`config.mk`:
```
export PLATFORM = sky130hd
export DESIGN_NAME = fpga
export DESIGN_NICKNAME = d
export VERILOG_FILES = /design/src/verilog/fpga_pkg.sv /design/src/verilog/mode_pins_if.sv /design/src/verilog/spi_conf_rx.sv /design/src/verilog/lo_read.sv /design/src/verilog/hi_read_tx.sv /design/src/verilog/mode_mux.sv /design/src/verilog/fpga.sv
export VERILOG_INCLUDE_DIRS = /design/src /design/src/verilog
export SDC_FILE = /design/constraint.sdc
export NUM_CORES = 1
export LEC_CHECK = 0
export ABC_AREA = 1
export BUFFER_PORTS_ARGS = -buffer_cell sky130_fd_sc_hd__buf_2
export CAP_MARGIN = 20
export CORE_ASPECT_RATIO = 1.25
export CORE_MARGIN = 4
export CORE_UTILIZATION = 59
export DETAILED_ROUTE_END_ITERATION = 6
export GPL_TIMING_DRIVEN = 0
export MAX_ROUTING_LAYER = met4
export PLACE_DENSITY = 0.89
export SLEW_MARGIN = 10
export SYNTH_ARGS = -nofsm -noshare
export SYNTH_HDL_FRONTEND = slang
export SYNTH_SLANG_ARGS = --single-unit
```
`constraint.sdc`:
```
create_clock -name ncs -period 3.1 [get_ports ncs]
set_input_delay 0 -clock ncs [delete_from_list [all_inputs] [get_ports ncs]]
set_output_delay 0 -clock ncs [all_outputs]
set_load 0.005 [all_outputs]
```
`src/verilog/fpga_defines.svh`:
```
// Front-end command constants

`ifndef FPGA_DEFINES_SVH
`define FPGA_DEFINES_SVH

// --------------------------------------------------
// Host command word
// --------------------------------------------------

// Width of one command word shifted in over the host link
`define FPGA_CMD_W 16

// Opcode that loads the configuration byte
`define FPGA_OP_CONF 4'd1

// Opcode that loads the ADC clock divisor
`define FPGA_OP_DIV 4'd2

// --------------------------------------------------
// Reset values
// --------------------------------------------------

// Divisor in use until the host writes its own
// The ADC clock then runs at ncs / 192
`define FPGA_DIV_RESET 8'd95

`endif

```
`src/verilog/fpga_pkg.sv`:
```
// Front-end shared types

package fpga_pkg;

	// --------------------------------------------------
	// Major modes
	// --------------------------------------------------

	// Only two modes have logic behind them
	// Any code not listed here switches every pin off
	typedef enum logic [2:0]
	{
		mode_lo_read    = 3'b000,
		mode_hi_read_tx = 3'b010,
		mode_off        = 3'b111
	} major_mode_e;

	// Configuration byte as the host writes it
	// Bit 3 picks the 125 kHz setting of the low-frequency reader
	// Bit 0 picks shallow modulation in the high-frequency transmitter
	typedef struct packed
	{
		major_mode_e major_mode;
		logic        spare_hi;
		logic        lo_is_125khz;
		logic [1:0]  spare_lo;
		logic        shallow_mod;
	} conf_word_t;

	// --------------------------------------------------
	// Command word views
	// --------------------------------------------------

	// Configuration command with the byte in the low half
	typedef struct packed
	{
		logic [3:0] opcode;
		logic [3:0] spare;
		conf_word_t conf;
	} conf_cmd_t;

	// Divisor command with the divisor in the low half
	typedef struct packed
	{
		logic [3:0] opcode;
		logic [3:0] spare;
		logic [7:0] divisor;
	} div_cmd_t;

	// One shifted word, read through whichever view its opcode names
	typedef union packed
	{
		conf_cmd_t conf;
		div_cmd_t  div;
	} cmd_word_u;

endpackage

```
`src/verilog/mode_pins_if.sv`:
```
// Mode block pin bundle

interface mode_pins_if;

	// Antenna drivers
	logic pwr_lo;
	logic pwr_hi;
	logic pwr_oe1;
	logic pwr_oe2;
	logic pwr_oe3;
	logic pwr_oe4;

	// Clock for the external ADC
	logic adc_clk;

	// Synchronous serial port towards the host
	logic ssp_frame;
	logic ssp_din;
	logic ssp_clk;

	// Spare pin for a scope probe
	logic dbg;

	// A mode block drives the whole set
	modport src (output pwr_lo, pwr_hi, pwr_oe1, pwr_oe2, pwr_oe3, pwr_oe4,
		adc_clk, ssp_frame, ssp_din, ssp_clk, dbg);

	// The mode multiplexer only looks at it
	modport sink (input pwr_lo, pwr_hi, pwr_oe1, pwr_oe2, pwr_oe3, pwr_oe4,
		adc_clk, ssp_frame, ssp_din, ssp_clk, dbg);

endinterface

```
`src/verilog/spi_conf_rx.sv`:
```
// Host command receiver

`include "fpga_defines.svh"

module spi_conf_rx
	import fpga_pkg::*;
(
	input  logic       ncs,
	input  logic       reset,
	input  logic       spi_clk,
	input  logic       spi_sel_n,
	input  logic       mosi,
	output conf_word_t conf,
	output logic [7:0] divisor
);

	// Two synchroniser stages plus one history stage for edge detection
	logic [2:0] clk_sync_q;
	logic [2:0] sel_sync_q;
	logic [1:0] mosi_sync_q;
	logic       clk_rise;
	logic       sel_rise;
	logic       apply_q;
	logic       cmd_vld_q;
	cmd_word_u  shift_q;
	cmd_word_u  cmd_q;
	conf_word_t conf_q;
	logic [7:0] divisor_q;

	// --------------------------------------------------
	// Link synchroniser
	// --------------------------------------------------

	always_ff @(posedge ncs)
	begin
		if (reset)
		begin
			clk_sync_q  <= 3'b000;
			sel_sync_q  <= 3'b111;
			mosi_sync_q <= 2'b00;
		end
		else
		begin
			clk_sync_q  <= {clk_sync_q[1:0], spi_clk};
			sel_sync_q  <= {sel_sync_q[1:0], spi_sel_n};
			mosi_sync_q <= {mosi_sync_q[0], mosi};
		end
	end

	// Data goes through as many stages as the clock so the two stay aligned
	assign clk_rise = clk_sync_q[1] & ~clk_sync_q[2];
	assign sel_rise = sel_sync_q[1] & ~sel_sync_q[2];

	// MSB arrives first and walks up the word
	always_ff @(posedge ncs)
	begin
		if (clk_rise && !sel_sync_q[1])
			shift_q <= {shift_q[`FPGA_CMD_W-2:0], mosi_sync_q[1]};
	end

	// --------------------------------------------------
	// Apply and decode
	// --------------------------------------------------

	// The word is copied out of the shifter a cycle after the select rises
	// so a following word can start shifting straight away
	always_ff @(posedge ncs)
	begin
		if (reset)
		begin
			apply_q   <= 1'b0;
			cmd_vld_q <= 1'b0;
		end
		else
		begin
			apply_q   <= sel_rise;
			cmd_vld_q <= apply_q;
		end
	end

	always_ff @(posedge ncs)
	begin
		if (apply_q)
			cmd_q <= shift_q;
	end

	// The opcode decides which view of the held word is valid
	// Unknown opcodes leave both registers alone
	always_ff @(posedge ncs)
	begin
		if (reset)
		begin
			conf_q    <= '{major_mode: mode_off, spare_hi: 1'b0, lo_is_125khz: 1'b0,
				spare_lo: 2'b00, shallow_mod: 1'b0};
			divisor_q <= `FPGA_DIV_RESET;
		end
		else if (cmd_vld_q)
		begin
			case (cmd_q.conf.opcode)
				`FPGA_OP_CONF: conf_q <= cmd_q.conf.conf;
				`FPGA_OP_DIV:  divisor_q <= cmd_q.div.divisor;
				default: ;
			endcase
		end
	end

	assign conf    = conf_q;
	assign divisor = divisor_q;

endmodule

```
`src/verilog/lo_read.sv`:
```
// Low-frequency reader

module lo_read
(
	input  logic        ncs,
	input  logic        reset,
	input  logic [7:0]  adc_d,
	input  logic        lo_is_125khz,
	input  logic [7:0]  divisor,
	mode_pins_if.src    pins
);

	logic [7:0] div_cnt_q;
	logic       adc_clk_q;
	logic       adc_fall;
	logic [7:0] shift_q;
	logic [2:0] bit_cnt_q;
	logic       phase_q;
	logic       busy_q;

	// --------------------------------------------------
	// ADC clock divider
	// --------------------------------------------------

	// Each half period lasts divisor+1 cycles
	// Comparing with >= keeps the count sane when the divisor shrinks mid-count
	assign adc_fall = adc_clk_q && (div_cnt_q >= divisor);

	always_ff @(posedge ncs)
	begin
		if (reset)
		begin
			div_cnt_q <= 8'd0;
			adc_clk_q <= 1'b0;
		end
		else if (div_cnt_q >= divisor)
		begin
			div_cnt_q <= 8'd0;
			adc_clk_q <= ~adc_clk_q;
		end
		else
			div_cnt_q <= div_cnt_q + 8'd1;
	end

	// --------------------------------------------------
	// Serial port byte transmitter
	// --------------------------------------------------

	// Every bit takes two cycles, low phase first, then high phase
	// A sample that arrives while a byte is still going out is lost
	always_ff @(posedge ncs)
	begin
		if (reset)
		begin
			busy_q    <= 1'b0;
			phase_q   <= 1'b0;
			bit_cnt_q <= 3'd0;
		end
		else if (!busy_q)
		begin
			if (adc_fall)
			begin
				busy_q    <= 1'b1;
				phase_q   <= 1'b0;
				bit_cnt_q <= 3'd0;
			end
		end
		else if (!phase_q)
			phase_q <= 1'b1;
		else
		begin
			phase_q <= 1'b0;
			if (bit_cnt_q == 3'd7)
				busy_q <= 1'b0;
			else
				bit_cnt_q <= bit_cnt_q + 3'd1;
		end
	end

	// The sample is taken on the falling ADC clock edge itself
	always_ff @(posedge ncs)
	begin
		if (!busy_q && adc_fall)
			shift_q <= adc_d;
		else if (busy_q && phase_q)
			shift_q <= {shift_q[6:0], 1'b0};
	end

	assign pins.ssp_clk   = busy_q & phase_q;
	assign pins.ssp_din   = busy_q & shift_q[7];
	assign pins.ssp_frame = busy_q && (bit_cnt_q == 3'd0);

	// The low-frequency coil follows the ADC clock
	assign pins.adc_clk = adc_clk_q;
	assign pins.pwr_lo  = adc_clk_q;
	assign pins.pwr_hi  = 1'b0;
	assign pins.pwr_oe1 = 1'b0;
	assign pins.pwr_oe2 = 1'b0;
	assign pins.pwr_oe3 = 1'b0;
	assign pins.pwr_oe4 = 1'b0;
	assign pins.dbg     = lo_is_125khz;

endmodule

```
`src/verilog/hi_read_tx.sv`:
```
// High-frequency reader transmitter

module hi_read_tx
(
	input  logic     ncs,
	input  logic     reset,
	input  logic     ssp_dout,
	input  logic     shallow_mod,
	mode_pins_if.src pins
);

	logic carrier_q;
	logic kill_carrier;
	logic shallow_on;

	// --------------------------------------------------
	// Carrier
	// --------------------------------------------------

	// Half the system clock drives the high-frequency coil
	always_ff @(posedge ncs)
	begin
		if (reset)
			carrier_q <= 1'b0;
		else
			carrier_q <= ~carrier_q;
	end

	// --------------------------------------------------
	// Modulation
	// --------------------------------------------------

	// Full depth simply stops driving the coil for a high data bit
	assign kill_carrier = ssp_dout & ~shallow_mod;

	// Shallow depth keeps the carrier and switches on the first two
	// output enables, so only part of the drive changes
	assign shallow_on = ssp_dout & shallow_mod;

	assign pins.pwr_hi  = carrier_q & ~kill_carrier;
	assign pins.pwr_oe1 = shallow_on;
	assign pins.pwr_oe2 = shallow_on;
	assign pins.pwr_oe3 = 1'b0;
	assign pins.pwr_oe4 = 1'b0;
	assign pins.pwr_lo  = 1'b0;

	// The ADC is clocked from the carrier as it goes out
	assign pins.adc_clk = carrier_q & ~kill_carrier;

	// Nothing is sent back to the host in this mode
	assign pins.ssp_clk   = 1'b0;
	assign pins.ssp_frame = 1'b0;
	assign pins.ssp_din   = 1'b0;

	// Probe shows the raw host data
	assign pins.dbg = ssp_dout;

endmodule

```
`src/verilog/mode_mux.sv`:
```
// Output pin multiplexer

module mode_mux
	import fpga_pkg::*;
(
	input  major_mode_e major_mode,
	mode_pins_if.sink   lr,
	mode_pins_if.sink   ht,
	output logic        pwr_lo,
	output logic        pwr_hi,
	output logic        pwr_oe1,
	output logic        pwr_oe2,
	output logic        pwr_oe3,
	output logic        pwr_oe4,
	output logic        adc_clk,
	output logic        ssp_frame,
	output logic        ssp_din,
	output logic        ssp_clk,
	output logic        dbg
);

	// The pins go to the block of the active mode
	// Every other code, mode_off included, keeps the board quiet
	always_comb
	begin
		case (major_mode)
			mode_lo_read:
			begin
				{pwr_lo, pwr_hi, pwr_oe1, pwr_oe2, pwr_oe3, pwr_oe4} =
					{lr.pwr_lo, lr.pwr_hi, lr.pwr_oe1, lr.pwr_oe2, lr.pwr_oe3, lr.pwr_oe4};
				{adc_clk, ssp_frame, ssp_din, ssp_clk, dbg} =
					{lr.adc_clk, lr.ssp_frame, lr.ssp_din, lr.ssp_clk, lr.dbg};
			end
			mode_hi_read_tx:
			begin
				{pwr_lo, pwr_hi, pwr_oe1, pwr_oe2, pwr_oe3, pwr_oe4} =
					{ht.pwr_lo, ht.pwr_hi, ht.pwr_oe1, ht.pwr_oe2, ht.pwr_oe3, ht.pwr_oe4};
				{adc_clk, ssp_frame, ssp_din, ssp_clk, dbg} =
					{ht.adc_clk, ht.ssp_frame, ht.ssp_din, ht.ssp_clk, ht.dbg};
			end
			default:
			begin
				{pwr_lo, pwr_hi, pwr_oe1, pwr_oe2, pwr_oe3, pwr_oe4} = 6'b000000;
				{adc_clk, ssp_frame, ssp_din, ssp_clk, dbg} = 5'b00000;
			end
		endcase
	end

endmodule

```
`src/verilog/fpga.sv`:
```
// RFID front-end top level

module fpga
	import fpga_pkg::*;
(
	input  logic       ncs,
	input  logic       reset,
	input  logic       spi_clk,
	input  logic       spi_sel_n,
	input  logic       mosi,
	input  logic [7:0] adc_d,
	input  logic       ssp_dout,
	output logic       pwr_lo,
	output logic       pwr_hi,
	output logic       pwr_oe1,
	output logic       pwr_oe2,
	output logic       pwr_oe3,
	output logic       pwr_oe4,
	output logic       adc_clk,
	output logic       adc_noe,
	output logic       ssp_frame,
	output logic       ssp_din,
	output logic       ssp_clk,
	output logic       dbg
);

	conf_word_t conf;
	logic [7:0] divisor;

	// One pin set for each mode block
	mode_pins_if lr_pins ();
	mode_pins_if ht_pins ();

	// --------------------------------------------------
	// Host configuration
	// --------------------------------------------------

	spi_conf_rx conf_rx_i (
		.ncs       (ncs),
		.reset     (reset),
		.spi_clk   (spi_clk),
		.spi_sel_n (spi_sel_n),
		.mosi      (mosi),
		.conf      (conf),
		.divisor   (divisor)
	);

	// --------------------------------------------------
	// Mode blocks
	// --------------------------------------------------

	// Both blocks run all the time and the multiplexer picks one
	lo_read lr_i (
		.ncs          (ncs),
		.reset        (reset),
		.adc_d        (adc_d),
		.lo_is_125khz (conf.lo_is_125khz),
		.divisor      (divisor),
		.pins         (lr_pins)
	);

	hi_read_tx ht_i (
		.ncs         (ncs),
		.reset       (reset),
		.ssp_dout    (ssp_dout),
		.shallow_mod (conf.shallow_mod),
		.pins        (ht_pins)
	);

	mode_mux mux_i (
		.major_mode (conf.major_mode),
		.lr         (lr_pins),
		.ht         (ht_pins),
		.pwr_lo     (pwr_lo),
		.pwr_hi     (pwr_hi),
		.pwr_oe1    (pwr_oe1),
		.pwr_oe2    (pwr_oe2),
		.pwr_oe3    (pwr_oe3),
		.pwr_oe4    (pwr_oe4),
		.adc_clk    (adc_clk),
		.ssp_frame  (ssp_frame),
		.ssp_din    (ssp_din),
		.ssp_clk    (ssp_clk),
		.dbg        (dbg)
	);

	// ADC outputs stay enabled in every mode
	assign adc_noe = 1'b0;

endmodule

```
-- After elaboration in Yosys (flattened, before gate mapping)
Cells that the tools add are included.
- register bits: 78
- input port bits: 14
- output and inout port bits: 12
- logic and storage cells: 76
- add/subtract/negate cells: 2
- magnitude comparators: 1
- equal/unequal tests: 6
- mux-type cells: 21
- bitwise logic cells: 13
- reductions and logical operators: 15
- operator list (operator ; number):
    $mux W8 ; 2
    $mux W1 ; 13
    $mux W3 ; 4
    $add A8 B1 Y8 const B ; 1
    $ge A8 B8 Y1 ; 1
    $and A1 B1 Y1 ; 7
    $logic_not A3 Y1 ; 2
    $not A1 Y1 ; 6
    $logic_and A1 B1 Y1 ; 5
    $eq A4 B1 Y1 const B ; 1
    $eq A4 B2 Y1 const B ; 1
    $pmux W1 S2 ; 2
    $reduce_and A2 Y1 ; 2
    $reduce_bool A2 Y1 ; 2
    $add A3 B1 Y3 const B ; 1
    $eq A3 B2 Y1 const B ; 1
    $eq A3 B3 Y1 const B ; 1
    $reduce_and A3 Y1 ; 1
    $logic_not A1 Y1 ; 2
    $ne A2 B1 Y1 const B ; 1
    $ne A2 B2 Y1 const B ; 1
    $reduce_or A2 Y1 ; 1

-- Longest topological paths before layout
- word-level depth: 5
- mapped depth: 13

-- Modules after synthesis
Synthesis repeated with hierarchy kept, for this count alone.
- cells, all modules: 368
- area, all modules: 3485.8 um^2
- by module, submodules not included (module ; instances ; cells each ; area each (um^2)):
    spi_conf_rx ; 1 ; 150 ; 1858.0
    lo_read ; 1 ; 160 ; 1298.7
    mode_mux ; 1 ; 39 ; 198.9
    hi_read_tx ; 1 ; 17 ; 118.9
    fpga ; 1 ; 2 ; 11.3

-- Worst setup path before layout
OpenSTA, ideal clock, no wires.
- path kind: register to register
- from: register conf_rx_i.clk_sync_q[1]
- to: register conf_rx_i.shift_q[0] in the netlist's numbering, enable pin
- data arrival time: 1460 ps
- data required time: 2691 ps
- path slack: 1231 ps
- stages on the path, launching flop included: 3
- buffers on the path: 0
- path through: dfxtp_1 inv_1 nor3_1
- word-level cells in the longest chain between the ends: 2
- RTL lines (what ; RTL line ; RTL):
    from (decl) ; spi_conf_rx.sv:18 ; logic [2:0] clk_sync_q;
    from (signal assigned) ; spi_conf_rx.sv:44 ; clk_sync_q <= {clk_sync_q[1:0], spi_clk};
    $and A1 B1 Y1 ; spi_conf_rx.sv:51 ; assign clk_rise = clk_sync_q[1] & ~clk_sync_q[2];
    $logic_and A1 B1 Y1 ; spi_conf_rx.sv:57 ; if (clk_rise && !sel_sync_q[1])
    to (signal assigned) ; spi_conf_rx.sv:58 ; shift_q <= {shift_q[`FPGA_CMD_W-2:0], mosi_sync_q[1]};
    to (decl) ; spi_conf_rx.sv:25 ; cmd_word_u shift_q;
Every way passes these cells.
A chain may end at the register's enable or synchronous reset.

-- Worst setup path in the final report
- from: register lr_i.div_cnt_q[2]
- to: register lr_i.shift_q[5], data pin
- word-level cells in the longest chain between the ends: 4
- RTL lines (what ; RTL line ; RTL):
    from (decl) ; lo_read.sv:13 ; logic [7:0] div_cnt_q;
    from (signal assigned) ; lo_read.sv:42 ; div_cnt_q <= div_cnt_q + 8'd1;
    $ge A8 B8 Y1 ; lo_read.sv:27 ; assign adc_fall = adc_clk_q && (div_cnt_q >= divisor);
    $logic_and A1 B1 Y1 ; lo_read.sv:27 ;
    $logic_and A1 B1 Y1 ; lo_read.sv:83 ; if (!busy_q && adc_fall)
    $mux W8 ; lo_read.sv:83 ;
    to (signal assigned) ; lo_read.sv:86 ; shift_q <= {shift_q[6:0], 1'b0};
    to (decl) ; lo_read.sv:16 ; logic [7:0] shift_q;
Every way passes these cells.

==> results.yml <==
clocking:
  htreeDepth: 3
  numCtsBuffers: 9
  cts_tree: "yes"
  cts.sinks: 74
  path_clk_slew_ns: 0.07
  cts_hold_buf: 12
  post_cts_buffers: 0
  cts_resized: 0
  cts_max_path_buffers: 2
  clkLatencyLatePin_ns: 0.34
  cts_root_buffer: "clkbuf_8"
synthesis:
  synthCells: 276
  yosysWarnings: 0
  synth-seq-cells: 74
  synth_edf_count: 36
  syn_avg_cell_area_sq_um: 10.4
  synthArstFlopShare_pct: 0
  synth.distinct_cells: 31
  syn_area_sq_mm: 0.00287
  synth_top_flop_cell: "dfxtp_1"
  synth-seq-area-share_pct: 64.1
timing:
  worst_pin_slew_ns: 0.558
  fin_worst_skew_ns: 0.00904
  period_share_pct: 62.4
  setup_viol: 0
  tns_ns: 0
  rsz0062_at_grt: "false"
  layout_min_cycle_time_ns: 1.93
  fmax_mhz: 517
  slew_viol_final: 0
  hold_viol: 0
  setup_ws_ns: 1.17
  slew_headroom_pct: 62.8
power:
  power.density_mw_per_mm2: 527
  p_leak_nw: 1.47
  vdd_ir_drop_max_uv: 369
  total_power_mw: 1.78
global_route:
  grt_max_degree: 14
  grt_pass1_vias: 2038
  grt-ovfl-total: 0
  antenna_found_initial: 0
  grt_pass1_wl_mm: 9.18
  gr-usage-all-layers_pct: 20.4
detailed_routing:
  detail-route-antenna-nets: 0
  drtIter0Drc: 92
  vias: 1956
  dr.pass1.iters: 4
  wl_per_cell_um: 13.5
  wl_mm: 5.25
  drcViolationCount: 0
  vias_per_cell: 5.03
status:
  status: "finished, final reports clean"
place:
  portBuffers: 22
  placed_area_sq_mm: 0.00308
  place_ws_ns: 1.21
  place_hpwl_mm: 3.48
  gp_congestion: 0.806
die:
  die_w_um: 70.4
  pin_count: 26
  die_y_um: 86.0
  die-area_sq_mm: 0.00606
  rows: 28
  start_util_pct: 60.8
  coreArea_sq_mm: 0.00473
cells_and_area:
  post-route-util_pct: 71.4
  stdcell_area_sq_mm: 0.00338
  final_cell_mix: "nand2_1, dfxtp_1, edfxtp_1, inv_1, nor2_1"
  area_growth_pct: 17.5
  n_fill_cell: 325
  diodes: 0
  nNetsFinal: 350
  final_common_cell: "nand2_1"
  drive_gt1_share_pct: 16.1
critical_path:
  cp_data_arrival_time_ns: 2.03
  end_kind: "flip-flop"
  reg2reg_setup_slack_ns: 1.17
  critical_path_class: "reg2reg"
  crit_path_start_kind: "flip-flop"
  crit_fanout: 7
  worstPathRequired_ns: 3.20
min_path:
  min_path_type: "in2out"
run:
  maxCapViolations: 0
## metrics by stage
| stage | hold WS (ns) | std cells |
|---|---|---|
| after CTS | 0.360 | 389 |
| after floorplan | 0.0919 | 278 |
| after global placement | 0.182 | 360 |
| final | 0.366 | 389 |
| after global routing | 0.375 | 389 |
| after detailed placement | 0.186 | 361 |
## cell type report
type,count,area [sq um],area share [%]
Multi-Input combinational cell,160,853,25.3
Timing Repair Buffer,35,238,7.04
Sequential cell,74,1840,54.5
Clock inverter,4,43.8,1.30
Inverter,34,128,3.78
Clock buffer,12,135,4.00
Tap cell,60,75.1,2.22
Buffer,10,63.8,1.89
## report_power, final
group | leakage, nW | internal (mW) | total (mW) | switching [mW]
combinational | 0.749 | 0.0282 | 0.0537 | 0.0255
sequential | 0.634 | 1.03 | 1.04 | 0.00753
clock | 0.0918 | 0.367 | 0.693 | 0.325
## state kept, by name (all words and copies together), names as in the netlist, 2 cells and up
| name | cells |
|---|---|
| lr_i.bit_cnt_q | 3 |
| conf_rx_i.clk_sync_q | 3 |
| conf_rx_i.divisor | 8 |
| conf_rx_i.conf | 5 |
| conf_rx_i.mosi_sync_q | 2 |
| lr_i.div_cnt_q | 8 |
| lr_i.shift_q | 8 |
| conf_rx_i.sel_sync_q | 3 |
| conf_rx_i.cmd_q | 12 |
| conf_rx_i.shift_q | 16 |
## layer usage
| metal | GRT usage [%] | part of all wire (%) |
|---|---|---|
| met1 | 21.7 | 41 |
| met2 | 35.5 | 53 |
| met3 | 5.39 | 3.6 |
| met4 | 9.06 | 2.3 |
| met5 | - | 0 |
## synth_stat cells, types with 2 or more instances
| cell type | n | share of area (%) |
|---|---|---|
| nor3b_1 | 2 | 0.52 |
| or2_2 | 2 | 0.44 |
| xor2_1 | 3 | 0.91 |
| edfxtp_1 | 36 | 38 |
| nor3_1 | 2 | 0.35 |
| ha_1 | 12 | 5.2 |
| a21oi_1 | 14 | 2.4 |
| nand2_1 | 52 | 6.8 |
| inv_1 | 33 | 4.3 |
| o21ai_0 | 15 | 2.6 |
| nor2_2 | 2 | 0.44 |
| nor2_1 | 33 | 4.3 |
| buf_4 | 4 | 1.0 |
| dfxtp_1 | 38 | 26 |
| nand3_1 | 9 | 1.6 |
| buf_2 | 3 | 0.52 |
| clkbuf_1 | 2 | 0.26 |
## kinds of logic after synthesis
kind of cell / count (synthesis) / share of synthesized area, %
compound gates: 33 / 6.40
simple gates: 108 / 16.3
other cells: 1 / 0.130
xor+xnor: 4 / 1.22
buf+inv: 44 / 6.66
fa+ha+maj: 12 / 5.22
flops: 74 / 64.1
## final timing paths
check,startpoint,endpoint,cells after the start
hold / removal,ssp_dout,pwr_oe1,4
hold reg to reg,conf_rx_i.clk_sync_q[0],conf_rx_i.clk_sync_q[1],2
setup / recovery,lr_i.div_cnt_q[2],lr_i.shift_q[5],11
setup reg to reg,lr_i.div_cnt_q[2],lr_i.shift_q[5],11
## critical path, cell delays in order, from the launching register on
cell and delay [ns]:
dfxtp_1 0.43, ha_1 0.27, nand2_1 0.08, nor2_1 0.05
nor2_1 0.09, nand2_1 0.07, nand2_1 0.10, nand2_2 0.09
nand3_4 0.10, clkinv_1 0.20, nand2_1 0.14, nand2_1 0.07
Note: power is estimated with default switching activity, not from simulation.
